<file path="src/cache_macros.svh">
//////////////////////////////////////////////////
// Cache geometry macros
// Word width, set count and the address split
// into byte offset, set index and tag
//////////////////////////////////////////////////

`ifndef CACHE_MACROS_SVH
`define CACHE_MACROS_SVH

// Data word and address width
`define CACHE_XLEN 32

// Number of sets, one way only
`define CACHE_SETS 16

// Byte offset inside a word
`define CACHE_OFFS_BITS 2

// Set index, log2 of CACHE_SETS
`define CACHE_IDX_BITS 4

// Remaining upper address bits
`define CACHE_TAG_BITS 26

`endif

</file>
<file path="src/cache_pkg.sv">
//////////////////////////////////////////////////
// Cache types
// Request, setup record and response structs
// shared by the cache pipeline stages
//////////////////////////////////////////////////

`default_nettype none

`include "cache_macros.svh"

package cache_pkg;

  // Tag value as stored in the tag array
  typedef logic [`CACHE_TAG_BITS-1:0] tag_t;

  // One data word as stored in the data array
  typedef logic [`CACHE_XLEN-1:0] word_t;

  // Processor request, full word accesses only
  typedef struct packed {
    logic  req;
    logic  we;
    word_t adr;
    word_t d;
  } cache_req_t;

  // Setup stage output, consumed by the lookup stage
  typedef struct packed {
    logic                       valid;
    logic                       we;
    tag_t                       tag;
    logic [`CACHE_IDX_BITS-1:0] idx;
    word_t                      d;
    logic                       invalidate;
  } cache_setup_t;

  // Response back to the processor
  typedef struct packed {
    logic  ack;
    logic  hit;
    logic  we;
    word_t q;
  } cache_rsp_t;

endpackage

`default_nettype wire

</file>
<file path="src/cache_core.sv">
//////////////////////////////////////////////////
// Direct-mapped data cache core
// Setup stage, tag and data arrays and lookup
// stage, write-through on hits
//////////////////////////////////////////////////

`timescale 1ns/100ps
`default_nettype none

`include "cache_macros.svh"

module cache_core (
  input  wire logic                   clk_i,
  input  wire logic                   rst_ni,
  input  wire cache_pkg::cache_req_t  req_i,
  input  wire logic                   stall_i,
  input  wire logic                   flush_i,
  input  wire logic                   invalidate_i,
  input  wire logic                   fill_i,
  input  wire logic [`CACHE_XLEN-1:0] fill_adr_i,
  input  wire cache_pkg::word_t       fill_d_i,
  output cache_pkg::cache_rsp_t       rsp_o
);

  //////////////////////////////////////////////////
  // Interconnect
  //////////////////////////////////////////////////

  cache_pkg::cache_setup_t    setup;
  logic [`CACHE_IDX_BITS-1:0] idx;
  logic [`CACHE_IDX_BITS-1:0] wadr;
  logic                       tag_we;
  logic                       data_we;
  cache_pkg::tag_t            tag_d;
  cache_pkg::tag_t            tag_q;
  cache_pkg::word_t           data_d;
  cache_pkg::word_t           data_q;

  // Request registration and read index
  cache_setup setup_inst (
    .clk_i        (clk_i),
    .rst_ni       (rst_ni),
    .stall_i      (stall_i),
    .flush_i      (flush_i),
    .invalidate_i (invalidate_i),
    .req_i        (req_i),
    .setup_o      (setup),
    .idx_o        (idx)
  );

  // Tag array
  cache_mem #(
    .payload_t (cache_pkg::tag_t)
  ) tag_mem (
    .clk_i   (clk_i),
    .we_i    (tag_we),
    .wadr_i  (wadr),
    .radr_i  (idx),
    .d_i     (tag_d),
    .stall_i (stall_i),
    .q_o     (tag_q)
  );

  // Data array
  cache_mem #(
    .payload_t (cache_pkg::word_t)
  ) data_mem (
    .clk_i   (clk_i),
    .we_i    (data_we),
    .wadr_i  (wadr),
    .radr_i  (idx),
    .d_i     (data_d),
    .stall_i (stall_i),
    .q_o     (data_q)
  );

  // Hit detection, forwarding and response
  cache_lookup lookup_inst (
    .clk_i      (clk_i),
    .rst_ni     (rst_ni),
    .stall_i    (stall_i),
    .flush_i    (flush_i),
    .fill_i     (fill_i),
    .fill_adr_i (fill_adr_i),
    .fill_d_i   (fill_d_i),
    .setup_i    (setup),
    .tag_i      (tag_q),
    .data_i     (data_q),
    .tag_we_o   (tag_we),
    .data_we_o  (data_we),
    .wadr_o     (wadr),
    .tag_d_o    (tag_d),
    .data_d_o   (data_d),
    .rsp_o      (rsp_o)
  );

endmodule

`default_nettype wire

</file>
<file path="src/cache_lookup.sv">
//////////////////////////////////////////////////
// Cache lookup stage
// Valid bits, tag compare, write-hit forwarding,
// response register and memory write ports
//////////////////////////////////////////////////

`timescale 1ns/100ps
`default_nettype none

`include "cache_macros.svh"

module cache_lookup (
  input  wire logic                       clk_i,
  input  wire logic                       rst_ni,
  input  wire logic                       stall_i,
  input  wire logic                       flush_i,
  input  wire logic                       fill_i,
  input  wire logic [`CACHE_XLEN-1:0]     fill_adr_i,
  input  wire cache_pkg::word_t           fill_d_i,
  input  wire cache_pkg::cache_setup_t    setup_i,
  input  wire cache_pkg::tag_t            tag_i,
  input  wire cache_pkg::word_t           data_i,
  output logic                            tag_we_o,
  output logic                            data_we_o,
  output logic [`CACHE_IDX_BITS-1:0]      wadr_o,
  output cache_pkg::tag_t                 tag_d_o,
  output cache_pkg::word_t                data_d_o,
  output cache_pkg::cache_rsp_t           rsp_o
);

  //////////////////////////////////////////////////
  // Local signals
  //////////////////////////////////////////////////

  logic [`CACHE_SETS-1:0]     valid_q;
  logic [`CACHE_IDX_BITS-1:0] fill_idx;
  logic                       advance;
  logic                       hit;
  logic                       write_hit;
  logic                       fwd_valid;
  logic [`CACHE_IDX_BITS-1:0] fwd_idx;
  cache_pkg::word_t           fwd_word;
  cache_pkg::word_t           rd_word;
  logic                       ack_q;
  logic                       hit_q;
  logic                       we_q;
  cache_pkg::word_t           q_q;

  // Stage moves its record on when not stalled
  assign advance  = !stall_i;
  assign fill_idx = fill_adr_i[`CACHE_OFFS_BITS +: `CACHE_IDX_BITS];

  //////////////////////////////////////////////////
  // Valid bits
  //////////////////////////////////////////////////

  // Invalidate clears all sets, a refill then marks its own set
  always_ff @(posedge clk_i or negedge rst_ni)
  begin
    if (!rst_ni)
      valid_q <= '0;
    else
    begin
      if (advance && setup_i.invalidate)
        valid_q <= '0;
      if (fill_i)
        valid_q[fill_idx] <= 1'b1;
    end
  end

  //////////////////////////////////////////////////
  // Hit and forwarding
  //////////////////////////////////////////////////

  assign hit       = valid_q[setup_i.idx] && (tag_i == setup_i.tag);
  assign write_hit = advance && !flush_i && setup_i.valid && setup_i.we && hit;

  // Array output is stale when the previous record wrote this set
  assign rd_word = (fwd_valid && (fwd_idx == setup_i.idx)) ? fwd_word : data_i;

  // Forward flag lives for exactly one advance
  always_ff @(posedge clk_i or negedge rst_ni)
  begin
    if (!rst_ni)
      fwd_valid <= 1'b0;
    else if (advance)
      fwd_valid <= write_hit;
  end

  // Index and word of the write now landing in the array
  always_ff @(posedge clk_i)
  begin
    if (write_hit)
    begin
      fwd_idx  <= setup_i.idx;
      fwd_word <= setup_i.d;
    end
  end

  //////////////////////////////////////////////////
  // Memory writes
  //////////////////////////////////////////////////

  // Refill writes tag and data, a write hit only data
  assign tag_we_o  = fill_i;
  assign data_we_o = fill_i | write_hit;
  assign wadr_o    = fill_i ? fill_idx : setup_i.idx;
  assign tag_d_o   = fill_adr_i[`CACHE_XLEN-1 -: `CACHE_TAG_BITS];
  assign data_d_o  = fill_i ? fill_d_i : setup_i.d;

  //////////////////////////////////////////////////
  // Response
  //////////////////////////////////////////////////

  // Ack pulses one cycle per record, flush drops it
  always_ff @(posedge clk_i or negedge rst_ni)
  begin
    if (!rst_ni)
      ack_q <= 1'b0;
    else
      ack_q <= advance && !flush_i && setup_i.valid;
  end

  // Response fields hold under stall
  always_ff @(posedge clk_i)
  begin
    if (advance)
    begin
      hit_q <= hit;
      we_q  <= setup_i.we;
      q_q   <= rd_word;
    end
  end

  assign rsp_o.ack = ack_q;
  assign rsp_o.hit = hit_q;
  assign rsp_o.we  = we_q;
  assign rsp_o.q   = q_q;

  // Refill shares the write port, so nothing may be in flight
  fill_idle_a : assert property (@(posedge clk_i) disable iff (!rst_ni)
    setup_i.valid |-> !fill_i);

endmodule

`default_nettype wire

</file>
<file path="src/cache_mem.sv">
//////////////////////////////////////////////////
// Cache memory array
// One write port, one registered read port that
// holds its output under stall
//////////////////////////////////////////////////

`timescale 1ns/100ps
`default_nettype none

`include "cache_macros.svh"

module cache_mem #(
  parameter type payload_t = logic [`CACHE_XLEN-1:0]
) (
  input  wire logic                       clk_i,
  input  wire logic                       we_i,
  input  wire logic [`CACHE_IDX_BITS-1:0] wadr_i,
  input  wire logic [`CACHE_IDX_BITS-1:0] radr_i,
  input  wire payload_t                   d_i,
  input  wire logic                       stall_i,
  output payload_t                        q_o
);

  //////////////////////////////////////////////////
  // Storage
  //////////////////////////////////////////////////

  // One entry per set
  payload_t mem [`CACHE_SETS];

  // Write lands on the clock edge
  always_ff @(posedge clk_i)
  begin
    if (we_i)
      mem[wadr_i] <= d_i;
  end

  //////////////////////////////////////////////////
  // Read port
  //////////////////////////////////////////////////

  // Read before write on a shared address
  // Lookup forwards the newer word where needed
  always_ff @(posedge clk_i)
  begin
    if (!stall_i)
      q_o <= mem[radr_i];
  end

  // A write to an unknown set would corrupt the array
  wadr_known_a : assert property (@(posedge clk_i)
    we_i |-> !$isunknown(wadr_i));

endmodule

`default_nettype wire

</file>
<file path="src/cache_setup.sv">
//////////////////////////////////////////////////
// Cache address setup stage
// Registers the request controls, holds
// invalidate under stall and drives the memory
// index combinationally
//////////////////////////////////////////////////

`timescale 1ns/100ps
`default_nettype none

`include "cache_macros.svh"

module cache_setup (
  input  wire logic                       clk_i,
  input  wire logic                       rst_ni,
  input  wire logic                       stall_i,
  input  wire logic                       flush_i,
  input  wire logic                       invalidate_i,
  input  wire cache_pkg::cache_req_t      req_i,
  output cache_pkg::cache_setup_t         setup_o,
  output logic [`CACHE_IDX_BITS-1:0]      idx_o
);

  //////////////////////////////////////////////////
  // Local signals
  //////////////////////////////////////////////////

  logic                       flush_dly;
  logic                       invalidate_hold;
  logic                       valid_q;
  logic                       inv_q;
  logic                       we_q;
  cache_pkg::tag_t            tag_q;
  logic [`CACHE_IDX_BITS-1:0] idx_q;
  cache_pkg::word_t           d_q;
  logic [`CACHE_IDX_BITS-1:0] adr_idx;
  logic [`CACHE_IDX_BITS-1:0] adr_idx_dly;

  //////////////////////////////////////////////////
  // Control registers
  //////////////////////////////////////////////////

  // Flush seen last cycle, forces an index reload
  always_ff @(posedge clk_i or negedge rst_ni)
  begin
    if (!rst_ni)
      flush_dly <= 1'b0;
    else
      flush_dly <= flush_i;
  end

  // Collect invalidate pulses that arrive while stalled
  always_ff @(posedge clk_i or negedge rst_ni)
  begin
    if (!rst_ni)
      invalidate_hold <= 1'b0;
    else if (!stall_i)
      invalidate_hold <= 1'b0;
    else
      invalidate_hold <= invalidate_i | invalidate_hold;
  end

  // Request valid, dropped on flush, held under stall
  always_ff @(posedge clk_i or negedge rst_ni)
  begin
    if (!rst_ni)
    begin
      valid_q <= 1'b0;
      inv_q   <= 1'b0;
    end
    else
    begin
      if (flush_i)
        valid_q <= 1'b0;
      else if (!stall_i)
        valid_q <= req_i.req;
      // Held invalidate reaches lookup once the stage advances
      if (!stall_i)
        inv_q <= invalidate_i | invalidate_hold;
    end
  end

  // Request payload, only meaningful with valid_q
  always_ff @(posedge clk_i)
  begin
    if (!stall_i)
    begin
      we_q  <= req_i.we;
      tag_q <= req_i.adr[`CACHE_XLEN-1 -: `CACHE_TAG_BITS];
      idx_q <= adr_idx;
      d_q   <= req_i.d;
    end
  end

  assign setup_o.valid      = valid_q;
  assign setup_o.we         = we_q;
  assign setup_o.tag        = tag_q;
  assign setup_o.idx        = idx_q;
  assign setup_o.d          = d_q;
  assign setup_o.invalidate = inv_q;

  //////////////////////////////////////////////////
  // Memory index
  //////////////////////////////////////////////////

  // Live index straight from the request address
  assign adr_idx = req_i.adr[`CACHE_OFFS_BITS +: `CACHE_IDX_BITS];

  // Copy of the index the memories last read
  always_ff @(posedge clk_i)
  begin
    if (!stall_i || flush_dly)
      adr_idx_dly <= adr_idx;
  end

  // Memories register this, so under stall keep the old index
  assign idx_o = (stall_i && !flush_dly) ? adr_idx_dly : adr_idx;

  // Under stall the memories keep reading the set of the held record
  idx_held_a : assert property (@(posedge clk_i) disable iff (!rst_ni)
    (stall_i && !flush_dly && setup_o.valid) |-> (idx_o == setup_o.idx));

endmodule

`default_nettype wire
</file>
<file path="config.mk">
export PLATFORM = sky130hd
export DESIGN_NAME = cache_core
export DESIGN_NICKNAME = d
export VERILOG_FILES = /design/src/cache_pkg.sv /design/src/cache_core.sv /design/src/cache_lookup.sv /design/src/cache_mem.sv /design/src/cache_setup.sv
export VERILOG_INCLUDE_DIRS = /design/src /design/src/src
export SDC_FILE = /design/constraint.sdc
export NUM_CORES = 1
export LEC_CHECK = 0
export BUFFER_PORTS_ARGS = -buffer_cell sky130_fd_sc_hd__buf_4
export CAP_MARGIN = 20
export CORE_UTILIZATION = 58
export CTS_BUF_LIST = sky130_fd_sc_hd__clkbuf_8
export DETAILED_ROUTE_END_ITERATION = 10
export PLACE_DENSITY = 0.85
export SYNTH_ARGS = -nofsm -noshare
export SYNTH_HDL_FRONTEND = slang
export SYNTH_SLANG_ARGS = --single-unit
</file>
<file path="constraint.sdc">
create_clock -name clk_i -period 4.05 [get_ports clk_i]
set_input_delay 0.405 -clock clk_i [delete_from_list [all_inputs] [get_ports clk_i]]
set_output_delay 0.405 -clock clk_i [all_outputs]
set_load 0.005 [all_outputs]
</file>
# After elaboration in Yosys (flattened, before gate mapping)
# Memories as Yosys holds them, arrays and structs flattened. A register that Yosys moved wholly into a read port is not among the register bits.
# Cells that the tools add are included.
[word_totals]
output_inout_bits = 35
word_cells = 60
in_bits = 136
mem_bits_rw = 928
reg_bits = 159
n_memories = 2
[memory_table]
columns = ["memory", "words", "width", "read_ports", "rd_ports_with_merged_regs", "write_ports", "line_no", "source"]
rows = [
  ["data_mem.mem", 16, 32, 1, 1, 1, "cache_mem.sv:29", "payload_t mem [`CACHE_SETS];"],
  ["tag_mem.mem", 16, 26, 1, 1, 1, "cache_mem.sv:29", ""],
]
[classes]
muxes = 17
eq_ne = 3
magnitude_cmp = 3
n_bitwise = 3
n_reduce_logical = 15
[op_table]
columns = ["cell", "n"]
rows = [
  ["2-to-1 mux 32 bit", 2],
  ["2-to-1 mux 16 bit", 2],
  ["== test 26 bit", 1],
  ["OR 16 bit", 1],
  ["less-than comparator 4 x 5 -> 1 bit (second input constant)", 2],
  ["logical AND 1 bit", 9],
  ["2-to-1 mux 1 bit", 9],
  ["2-to-1 mux 4 bit", 2],
  ["logical NOT 1 bit", 5],
  ["binary-select mux 1 bit (select 4 bit)", 1],
  ["demux 1 bit (select 4 bit)", 1],
  ["== test 4 bit", 1],
  ["greater-or-equal comparator 4 x 1 -> 1 bit (second input constant)", 1],
  ["!= test 2 x 1 -> 1 bit (second input constant)", 1],
  ["OR 1 bit", 2],
  ["logical OR 1 bit", 1],
]

# Logic depth before layout (Yosys ltp)
[logic_depth]
ltp_word = 8
depth_mapped = 10
depth_no_buf = 5

# Cells and area by module
# From an unflattened synthesis, not the netlist that was laid out.
[unflattened]
cells_unflattened = 1911
area_unflattened_um2 = 43481.7
[by_module_without_submodules]
columns = ["module", "seq_area_each_um2", "area_per_inst_um2", "n_inst", "cells_per_inst"]
rows = [
  ["cache_mem (data_mem)", 16335.7, 20159.3, 1, 839],
  ["cache_mem (tag_mem)", 13272.7, 16639.7, 1, 687],
  ["cache_lookup", 2552.4, 4434.3, 1, 298],
  ["cache_setup", 2112.0, 2248.4, 1, 87],
]

# Worst setup path after synthesis
# Ideal clock, no wire load.
[synth_timing]
kind = "in2reg"
from = "in stall_i"
to = "reg lookup_inst.valid_q[12]"
path_slack_ps = -686
path_buffers = 1
setup_ps = 120
required_time_ps = 3930
arrival_time_ps = 4616
path_stages = 4
path_cell_list = "inv_1 nand2_1 clkbuf_1 a21o_1"
[synth_via]
elab_chain_len = 5
[synth_rtl]
columns = ["item", "line_no", "source"]
rows = [
  ["start: declaration", "cache_core.sv:16", "input wire logic stall_i,"],
  ["logical NOT 1 bit *", "--", ""],
  ["logical AND 1 bit *", "cache_lookup.sv:64", "if (advance && setup_i.invalidate)"],
  ["2-to-1 mux 16 bit *", "cache_lookup.sv:64", ""],
  ["OR 16 bit (no line)", "--", ""],
  ["2-to-1 mux 16 bit *", "cache_lookup.sv:66", "if (fill_i)"],
  ["end signal: assignment", "cache_lookup.sv:61", "valid_q <= '0;"],
  ["end signal: assignment", "cache_lookup.sv:65", "valid_q <= '0;"],
  ["end signal: indexed assignment", "cache_lookup.sv:67", "valid_q[fill_idx] <= 1'b1;"],
  ["end: declaration", "cache_lookup.sv:35", "logic [`CACHE_SETS-1:0] valid_q;"],
]
# Every way passes the cells marked *; elsewhere a longest branch is shown, timed or not.
# A chain may end at the register's enable or synchronous reset.

# Worst setup path in the final report
[layout_timing]
from = "reg setup_inst.flush_dly"
to = "reg data_mem.q_o[14] (netlist bit), read port of data_mem.mem (data pin)"
[layout_via]
elab_chain_len = 3
[layout_rtl]
columns = ["item", "line_no", "source"]
rows = [
  ["start: declaration", "cache_setup.sv:28", "logic flush_dly;"],
  ["start signal: assignment", "cache_setup.sv:49", "flush_dly <= flush_i;"],
  ["logical NOT 1 bit", "cache_setup.sv:117", "assign idx_o = (stall_i && !flush_dly) ? adr_idx_dly : adr_idx;"],
  ["logical AND 1 bit", "cache_setup.sv:117", ""],
  ["2-to-1 mux 4 bit", "cache_setup.sv:117", ""],
  ["end: declaration", "cache_mem.sv:21", "output payload_t q_o"],
]
# Every way passes these cells.

==> metrics <==
worst skew pair latency roughly 860 ps; initial antenna violation count 3; peak supply drop 339 µV; CP endpoint kind flip-flop; Slowest cell on crit path mux4_2; share of flip-flops with an asynchronous set or reset under 10%; Worst Clk Skew slightly below 60 ps; fin util 68.0%; sequential area share after synthesis 78.6%; total of max-cap violations 0; Synth Register Bits 1145; CP Class reg -> reg; share of cells above drive strength 1 21.9%; Final #Nets about 2800; wirelength, routed around 110000 µm; syn_nets around 2400; CP Data Arrival Time about 3600 ps; via count 25061; Final Cycle Share approximately three quarters; GP Congestion 0.828; synth-to-layout area growth 16.2%; ranking of synthesized cells by area edfxtp_1 77%, mux4_2 4.1%, nand2_1 3.1%; CORE AREA 74400 µm²; non-filler cells, final approximately 3800; Pwr per Cell Area 479 nW/µm²; RSZ-0062 raised after global routing false; warnings from Yosys 0; clock sink count between 1000 and 1500; WP data required 4630 ps; die height between 200 and 300 µm; H-tree levels 4; largest net degree at the start of global routing 93; DIE WIDTH 276 µm; CTS tree built; Post-DP Area between 40000 and 50000 µm²; Residual DRC 0; final hold vios 0; WL/cell a little under 30 µm; I/O Buffers roughly 170; wire length of the first global-routing pass 163000 µm; clock tree buffer depth 3; largest family of logic cells by synthesized area multiplexers; mapped cell area about 44000 µm²; register area ~34000 µm²; post-synthesis adder-cell area fraction 0%; CP dominant cell by count buf_12; Fillers between 4000 and 5000; num rows 100; CTS Buf Count ~170; Synth Flop Type edfxtp_1; post-cts resize count 0; Syn Area/Cell around 19 µm²; via/cell ratio 6.58; Worst Max-Slew Pin Slew about 1100 ps; area of the multi-input gates just under 9000 µm²; initial core utilization between 50% and 60%; Post-Synthesis Cells about 2300; First-pass DRT Iterations 9; multiplexer share of the synthesized area roughly a tenth; status completed; post-synth cell types 45; count of hold-fix buffers inserted at cts between 90 and 100; GRT Total Usage between 20 and 30%; drt first-iter violations about 3400; commonest non-fill, non-tap cell in the layout edfxtp_1; DIE AREA between 70000 and 80000 µm²; Post-Synth XOR/XNOR Area less than 1%; vias in the first global route 26182; placed instance count about 3400; Yosys top cell area share 77.4%; Synth Area in Compound Gates under 10%; Max transition margin between 20 and 25%; fmax about 330 MHz; Setup WS pre-CTS about 950 ps; Final WS setup between 1000 and 1500 ps; Final Slew Violations 0; worst-path maximum fanout 42; Design Area, Final a little over 50000 µm²; hold crit path type in -> reg; post-DP HPWL approximately 54000 µm; Yosys top cell by area edfxtp_1; Reg clk slew, reported paths 70 ps; crit path cell chain nand2b_1, a21oi_4, buf_12, buf_12, mux4_2, a22o_1, a41o_1; CTS Root Cell clkbuf_8; simple-gate portion of the synthesized area between 5 and 6%; grt ovf 0; number of nets with antenna violations after routing 0; Critical Path Max Stage Delay between 500 and 600 ps; min Tclk post-route just over 3000 ps; Final setup viols 0; Leak 17.6 nW; Total Power approximately 0.024 W; I/O pin total approximately 170; setup repair bufs after CTS 0; number of enable flip-flop cells after synthesis 1123; commonest non-fill, non-tap cells in the layout 1123 x edfxtp_1, 357 x nand2_1, 213 x buf_4; crit start category flip-flop
## flip-flops by register name, indices dropped and copies added, names as in the netlist, 4 cells and up
name / count
data_mem.mem: 512
data_mem.q_o: 32
lookup_inst.fwd_idx: 4
lookup_inst.fwd_word: 32
lookup_inst.q_q: 32
lookup_inst.valid_q: 16
setup_inst.adr_idx_dly: 4
setup_inst.d_q: 32
setup_inst.idx_q: 4
setup_inst.tag_q: 26
tag_mem.mem: 416
tag_mem.q_o: 26
## layer usage
metal | vias up | routed length, µm | GRT usage, %
li1 | 10073 | - | -
met1 | 12276 | 36400 | 35.3
met2 | 2243 | 55000 | 48.6
met3 | 469 | 14500 | 8.46
met4 | 0 | 6160 | 16.1
met5 | - | 0 | 0
## cells in the mapped netlist, types with 2 or more instances
master,n
buf_6,7
nand3b_1,4
nand4_1,6
nor3_1,19
a32oi_1,58
nor3b_1,3
a41o_1,58
nand2b_1,5
buf_2,47
o21ai_1,3
a22o_1,58
xor2_1,3
mux2_1,15
a21oi_1,2
xnor2_1,27
dfrtp_1,22
mux2i_1,63
buf_1,4
inv_1,4
nand2_1,357
nor2b_1,2
clkbuf_1,58
a21o_1,17
mux2_2,49
edfxtp_1,1123
nand3_1,119
mux4_2,80
a21boi_0,2
o31a_1,2
buf_4,12
nor2_1,26
a31oi_1,2
nor4_1,3
mux4_1,40
## path summary, 6_finish.rpt
kind,slack [ps],from,endpoint,cells past startpoint
hold / removal,120,fill_d_i[7],data_mem.mem[1][7]$_DFFE_PP_,2
min in group asynchronous,550,rst_ni,setup_inst.invalidate_hold$_DFF_PN0_,3
setup / recovery,1030,setup_inst.flush_dly$_DFF_PN0_,data_mem.q_o[14]$_DFFE_PN_,7
setup reg to reg,1030,setup_inst.flush_dly$_DFF_PN0_,data_mem.q_o[14]$_DFFE_PN_,7
max in group asynchronous,3050,rst_ni,lookup_inst.valid_q[4]$_DFF_PN0_,4
hold reg to reg,430,setup_inst.d_q[1]$_DFFE_PN_,lookup_inst.fwd_word[1]$_DFFE_PP_,0
## cell families after synthesis
kind of cell           count (synthesis)
buffers and inverters                133
flip-flops                          1145
XOR/XNOR                              30
multiplexers                         249
AO/OA/AOI/OAI                        207
AND/OR/NAND/NOR                      547
## critical path: cells and delay by family, from the launching register on
family,cells,cell delay (ps)
compound gates,3,980
mux,1,590
buf+inv,2,530
flops,1,380
simple gates,1,200
## stage by stage
stage | TNS, ps | hold WS [ps]
5_1_grt | 0 | 113
3_3_place_gp | 0 | 298
3_5_place_dp | 0 | 316
4_1_cts | 0 | 70.3
2_1_floorplan | -46490 | 109
6_report | 0 | 123
## layout make-up
| type | instances | share of cell area [%] |
|---|---|---|
| Clock buffer | 171 | 4.65 |
| Clock inverter | 143 | 1.48 |
| Tap cell | 969 | 2.39 |
| Multi-Input combinational cell | 1033 | 17.5 |
| Antenna cell | 3 | 0.0148 |
| Inverter | 4 | 0.0371 |
| Timing Repair Buffer | 338 | 6.22 |
| Sequential cell | 1145 | 67.7 |
## power by group
group          internal (W)  total (W)  leakage (nW)  switching (W)
registers            0.0134     0.0136          10.6       0.000147
clock network       0.00419    0.00877          1.77        0.00459
logic              0.000759    0.00191          5.30        0.00115
total                0.0184     0.0243          17.6        0.00588
(Power assumes the default switching activity.)
